`src/verilog/deskew_pkg.sv`:
```
// Array geometry, beat and word structs, and index types for the deskew drain
package deskew_pkg;

    // ============================================================
    // Array geometry
    // ============================================================
    localparam int ACT_WIDTH      = 8;
    localparam int NUM_ROW        = 4;
    localparam int NUM_BANK       = 2;
    localparam int BEATS_PER_TILE = 2 * NUM_ROW - 1;

    // Derived index widths
    localparam int ROW_AW  = (NUM_ROW > 1) ? $clog2(NUM_ROW) : 1;
    localparam int BANK_W  = (NUM_BANK > 1) ? $clog2(NUM_BANK) : 1;
    localparam int BEAT_W  = (BEATS_PER_TILE > 1) ? $clog2(BEATS_PER_TILE) : 1;

    // ============================================================
    // Types
    // ============================================================
    typedef logic [ROW_AW-1:0] row_addr_t;
    typedef logic [BANK_W-1:0] bank_id_t;
    typedef logic [BEAT_W-1:0] beat_cnt_t;

    // Element j belongs to row j
    typedef logic [NUM_ROW-1:0][ACT_WIDTH-1:0] row_vec_t;

    // One skewed input beat of a bank
    typedef struct packed {
        row_vec_t           data;
        logic [NUM_ROW-1:0] valid;
    } in_beat_t;

    // One aligned output word, tagged with its source
    typedef struct packed {
        row_vec_t  data;
        bank_id_t  bank;
        row_addr_t idx;
    } out_word_t;

endpackage

```
`src/verilog/row_ram.sv`:
```
// One-row storage: 1-write 1-read RAM with registered read port
`timescale 1ns/10ps

module row_ram
    import deskew_pkg::*;
(
    input  logic                 clk,
    input  logic                 rst_n,
    input  logic                 wr_en_i,
    input  row_addr_t            wr_addr_i,
    input  logic [ACT_WIDTH-1:0] wr_data_i,
    input  logic                 rd_en_i,
    input  row_addr_t            rd_addr_i,
    output logic [ACT_WIDTH-1:0] rd_data_o
);

    logic [ACT_WIDTH-1:0] mem [NUM_ROW];
    logic [ACT_WIDTH-1:0] rd_data_q;

    // Storage array
    always_ff @(posedge clk) begin
        if (wr_en_i) begin
            mem[wr_addr_i] <= wr_data_i;
        end
    end

    // Read register keeps its value between reads
    always_ff @(posedge clk or negedge rst_n) begin
        if (!rst_n) begin
            rd_data_q <= '0;
        end else if (rd_en_i) begin
            rd_data_q <= mem[rd_addr_i];
        end
    end

    assign rd_data_o = rd_data_q;

endmodule

```
`src/verilog/sync_fifo.sv`:
```
// Synchronous first-word fall-through FIFO with generic payload and occupancy count
`timescale 1ns/10ps

module sync_fifo #(
    parameter type payload_t = logic,
    parameter int  DEPTH     = 4
) (
    input  logic                       clk,
    input  logic                       rst_n,
    input  logic                       push_i,
    input  payload_t                   push_data_i,
    input  logic                       pop_i,
    output payload_t                   pop_data_o,
    output logic                       empty_o,
    output logic                       full_o,
    output logic [$clog2(DEPTH+1)-1:0] count_o
);

    localparam int AW = (DEPTH > 1) ? $clog2(DEPTH) : 1;
    localparam int CW = $clog2(DEPTH + 1);

    payload_t      mem [DEPTH];
    logic [AW-1:0] wr_ptr_q;
    logic [AW-1:0] rd_ptr_q;
    logic [CW-1:0] count_q;

    // Wrap at DEPTH so non power-of-two depths work
    function automatic logic [AW-1:0] ptr_next(input logic [AW-1:0] ptr);
        return (ptr == AW'(DEPTH - 1)) ? '0 : ptr + 1'b1;
    endfunction

    always_ff @(posedge clk) begin
        if (push_i) begin
            mem[wr_ptr_q] <= push_data_i;
        end
    end

    always_ff @(posedge clk or negedge rst_n) begin
        if (!rst_n) begin
            wr_ptr_q <= '0;
            rd_ptr_q <= '0;
            count_q  <= '0;
        end else begin
            if (push_i) begin
                wr_ptr_q <= ptr_next(wr_ptr_q);
            end
            if (pop_i) begin
                rd_ptr_q <= ptr_next(rd_ptr_q);
            end
            case ({push_i, pop_i})
                2'b10:   count_q <= count_q + 1'b1;
                2'b01:   count_q <= count_q - 1'b1;
                default: count_q <= count_q;
            endcase
        end
    end

    // Head of queue is visible without a pop
    assign pop_data_o = mem[rd_ptr_q];
    assign empty_o    = (count_q == '0);
    assign full_o     = (count_q == CW'(DEPTH));
    assign count_o    = count_q;

endmodule

```
`src/verilog/bank_deskew.sv`:
```
// Per-bank skew correction: beat counting, row RAM array, drain control, output FIFO
`timescale 1ns/10ps

module bank_deskew
    import deskew_pkg::*;
#(
    parameter int FIFO_DEPTH = 4
) (
    input  logic      clk,
    input  logic      rst_n,
    input  in_beat_t  beat_i,
    input  logic      beat_valid_i,
    output logic      beat_ready_o,
    output row_vec_t  word_o,
    output row_addr_t word_idx_o,
    output logic      word_valid_o,
    input  logic      word_ready_i
);

    localparam int CNT_W = $clog2(FIFO_DEPTH + 1);
    localparam int RD_W  = $clog2(NUM_ROW + 1);

    typedef enum logic {
        ST_COLLECT,
        ST_DRAIN
    } state_t;

    state_t     state_q;
    beat_cnt_t  beat_cnt_q;
    logic [RD_W-1:0] rd_cnt_q;
    logic       rd_pend_q;
    row_addr_t  out_cnt_q;

    logic       beat_acc;
    logic       last_beat;
    logic       rd_en;
    logic       pop;
    logic       tile_done;
    row_vec_t   rd_vec;
    logic [CNT_W-1:0] fifo_count;
    logic       fifo_empty;

    // ============================================================
    // Input side
    // ============================================================
    assign beat_ready_o = (state_q == ST_COLLECT);
    assign beat_acc     = beat_valid_i && beat_ready_o;
    assign last_beat    = beat_acc && (beat_cnt_q == BEAT_W'(BEATS_PER_TILE - 1));

    // ============================================================
    // Processing part: one RAM per row
    // ============================================================
    for (genvar j = 0; j < NUM_ROW; j++) begin : g_row
        beat_cnt_t wr_off;

        // Row j lags row 0 by j beats
        assign wr_off = beat_cnt_q - BEAT_W'(j);

        row_ram row_ram_i (
            .clk       (clk),
            .rst_n     (rst_n),
            .wr_en_i   (beat_acc && beat_i.valid[j]),
            .wr_addr_i (wr_off[ROW_AW-1:0]),
            .wr_data_i (beat_i.data[j]),
            .rd_en_i   (rd_en),
            .rd_addr_i (rd_cnt_q[ROW_AW-1:0]),
            .rd_data_o (rd_vec[j])
        );
    end

    // Leave room for the read already in flight
    assign rd_en = (state_q == ST_DRAIN)
                && (rd_cnt_q < RD_W'(NUM_ROW))
                && ((int'(fifo_count) + int'(rd_pend_q)) < FIFO_DEPTH);

    // ============================================================
    // Output side
    // ============================================================
    sync_fifo #(
        .payload_t (row_vec_t),
        .DEPTH     (FIFO_DEPTH)
    ) out_fifo_i (
        .clk         (clk),
        .rst_n       (rst_n),
        .push_i      (rd_pend_q),
        .push_data_i (rd_vec),
        .pop_i       (pop),
        .pop_data_o  (word_o),
        .empty_o     (fifo_empty),
        .full_o      (),
        .count_o     (fifo_count)
    );

    assign word_valid_o = !fifo_empty;
    assign word_idx_o   = out_cnt_q;
    assign pop          = word_valid_o && word_ready_i;
    assign tile_done    = pop && (out_cnt_q == ROW_AW'(NUM_ROW - 1));

    // Tile sequencing and counters
    always_ff @(posedge clk or negedge rst_n) begin
        if (!rst_n) begin
            state_q    <= ST_COLLECT;
            beat_cnt_q <= '0;
            rd_cnt_q   <= '0;
            rd_pend_q  <= 1'b0;
            out_cnt_q  <= '0;
        end else begin
            rd_pend_q <= rd_en;
            if (tile_done) begin
                state_q    <= ST_COLLECT;
                beat_cnt_q <= '0;
                rd_cnt_q   <= '0;
                out_cnt_q  <= '0;
            end else begin
                if (last_beat) begin
                    state_q <= ST_DRAIN;
                end else if (beat_acc) begin
                    beat_cnt_q <= beat_cnt_q + 1'b1;
                end
                if (rd_en) begin
                    rd_cnt_q <= rd_cnt_q + 1'b1;
                end
                if (pop) begin
                    out_cnt_q <= out_cnt_q + 1'b1;
                end
            end
        end
    end

endmodule

```
`config.mk`:
```
export PLATFORM = sky130hd
export DESIGN_NAME = bank_deskew
export DESIGN_NICKNAME = d
export VERILOG_FILES = /design/src/verilog/deskew_pkg.sv /design/src/verilog/row_ram.sv /design/src/verilog/sync_fifo.sv /design/src/verilog/bank_deskew.sv
export SDC_FILE = /design/constraint.sdc
export NUM_CORES = 1
export LEC_CHECK = 0
export ABC_AREA = 1
export BUFFER_PORTS_ARGS = -buffer_cell sky130_fd_sc_hd__buf_2
export CAP_MARGIN = 30
export CORE_MARGIN = 2
export CORE_UTILIZATION = 30
export DETAILED_ROUTE_END_ITERATION = 7
export PLACE_DENSITY = 0.55
export SETUP_SLACK_MARGIN = 0.05
export SLEW_MARGIN = 10
export SYNTH_ARGS = -nofsm -noshare
export SYNTH_HDL_FRONTEND = slang
export SYNTH_HIERARCHICAL = 1
export SYNTH_SLANG_ARGS = --single-unit
```
`constraint.sdc`:
```
create_clock -name clk -period 3.29 [get_ports clk]
set_input_delay 0.1645 -clock clk [delete_from_list [all_inputs] [get_ports clk]]
set_output_delay 0.1645 -clock clk [all_outputs]
set_load 0.05 [all_outputs]
```
==> impl_results.md <==
* Initial core utilization at between 30% and 40%
* Slew HR at 41.7%
* Reg2reg path depth at 6
* Worst reg2reg endpoint: g_row[3].row_ram_i/mem[2][1]
* CP endpoint kind: output port
* Share of cells above drive strength 1 at 12.7%
* Boundary Pins at 76
* Worst hold path class: primary input to asynchronous set/reset pin
* DIE AREA at 44700 µm²
* Final cell utilization of the core at around 36%
* Initial antenna violation count at 0
* Worst setup margin at ~0.77 ns
* Syn nets at 1223
* TNS Setup at 0 ns
* TritonCTS Buffers at 29
* Postcts setup bufs at 0
* WL/cell at roughly 14 µm
* Via count at a little under 8000
* Vias in the first global route at 7689
* Setup slack after placement at 1.20 ns
* Clock Latency Late Sink at approximately 0.55 ns
* Psw at between 5 and 6 mW
* Largest net degree at the start of global routing at a little under 100
* Worst-path fanout max at 96
* Max_cap viols at 0
* Endpoints failing setup at 0
* CP startpoint kind: flop
* Nets at 1353
* Reg clk slew, reported paths at 0.06 ns
* Status: finished clean
* Post-Syn Area at 12900 µm²
* GRT Resource Usage Total at ~12%
* WL final at 26.4 mm
* Final non-filler cell total at approximately 1900
* Total congestion overflow at 0
* Sink Count at 305
* Hold violation total from the final report at 0
* First-pass GRT wire length at 42.4 mm
* Chip height at 211 µm
* Leak at 6.68 nW
* R2R Setup Slk at about 1.2 ns
* Area growth syn-to-layout at 17.4%
* Peak Freq at 397 MHz
* DP HPWL at 17.0 mm
* Max rail drop VDD at 405 µV
* Least-Margin Pin Slew at 0.874 ns
* Flop pwr share at 41.0%
* Depth of the CTS H-tree at 1
* Std cell rows at 75
* Clk_skew at around 0.011 ns
* # DRC at 0
* CTS tree: built
* Post-Syn Instances at 1172
* Internal power at about 8 mW
* Cells after DPL at about 1800
* Root Buffer: clkbuf_16
* CP Class: flop to output port
* Clk pwr share at between 20% and 30%
* Max Slew Vio Count at 0
* Worst R2R Start: beat_cnt_q[0]
* DRT antenna net count at 0
* Power Dens Cells at 893 nW/µm²
* Initial DRC count at around 400
* Core area at between 40000 and 50000 µm²
* Ant. Diodes at 0
* Port Buffers at 75
* Die Wd at 211 µm
* Hold WS at 0.287 ns
* TritonRoute pass-1 iters at 5
* Unrepaired setup endpoints after global routing: no
* Synth warnings at 6
* Tmin final at roughly 2.5 ns
* Arrival time at the worst endpoint at 2.35 ns
* Fin crit share at 76.6%
* DR vias/cell at 4.20
* Clock Tree Buf Depth at 3
* Mean Syn Cell Area at 11.0 µm²
* Placer Congestion at 0.735
* Switch share at 39.6%
* Combinational power share at 35.0%
* Worst EP required at 3.13 ns
* Post-CTS sizing at 0
through the flow:
step	total power, mW	instance area [µm²]
4_1_cts	13.7	15200
5_1_grt	14.4	15200
6_report	13.5	15200
3_3_place_gp	10.4	13900
3_5_place_dp	10.4	13900
2_1_floorplan	9.18	12900
what timing repair did:
| action | in CTS | in global routing |
|---|---|---|
| setup endpoints to repair | 0 | 0 |
| hold buffers | 35 | 0 |
| hold endpoints to repair | 166 | 0 |
worst max path at each step:
| stage | start | to | slack [ns] |
|---|---|---|---|
| after floorplan | beat_cnt_q[0] | g_row[3].row_ram_i/mem[3][0] | 1.16 |
| after global placement | beat_cnt_q[0] | g_row[3].row_ram_i/mem[3][5] | 1.24 |
| after detailed placement | beat_cnt_q[0] | g_row[3].row_ram_i/mem[2][6] | 1.20 |
| after CTS | out_fifo_i/rd_ptr_q[0] | word_o[28] | 0.71 |
| after global routing | out_fifo_i/rd_ptr_q[0] | word_o[28] | 0.51 |
| final | out_fifo_i/rd_ptr_q[0] | word_o[12] | 0.77 |
layout by cell type, fill, tap and decap left out, drive strengths merged:
cell,count
dfrtp,49
clkinv,12
a21oi,2
nor3,17
ha,10
xor2,1
o211ai,65
o21ai,7
fa,1
buf,106
o21a,1
edfxtp,256
nand2,384
xnor2,1
nor2,10
clkbuf,36
inv,248
dlygate4sd3,35
nand3,76
nand4,2
clkinvlp,3
bufinv,2
critical path, cell delays in order, from the launching register on:
cell	delay [ns]
dfrtp_1	0.39
clkinv_2	0.39
buf_12	0.40
nand2_1	0.10
o211ai_1	0.08
nand2_1	0.15
buf_2	0.28
final cells by class:
class	count	area [µm²]
clock buffer	36	792
clock inverter	17	144
fill	4175	27100
inverter	248	942
multi-input combinational	577	2690
sequential	305	8910
tap	539	674
timing repair buffer	141	996
routing by layer:
metal | global-route usage, % | vias to the layer above | wire, µm
li1 | - | 4041 | -
met1 | 15.6 | 3622 | 11900
met2 | 20.5 | 120 | 12600
met3 | 2.43 | 42 | 1290
met4 | 4.10 | 0 | 651
met5 | 0 | - | 0
flip-flops by register name, indices dropped and copies added, names as in the netlist:
register,flops
g_row.row_ram_i/mem,128
out_fifo_i/mem,128
g_row.row_ram_i/rd_data_o,32
beat_cnt_q,3
out_fifo_i/count_o,3
rd_cnt_q,3
out_fifo_i/rd_ptr_q,2
out_fifo_i/wr_ptr_q,2
word_idx_o,2
rd_pend_q,1
state_q,1
power by group through the flow:
stage | clock (mW) | combinational (mW) | sequential, mW
final | 3.25 | 4.73 | 5.55
after floorplan | 0 | 3.70 | 5.48
after detailed placement | 0 | 4.80 | 5.63
after CTS | 3.34 | 4.85 | 5.55
after global routing | 3.49 | 5.32 | 5.63
after global placement | 0 | 4.75 | 5.60
(Power assumes the default switching activity.)
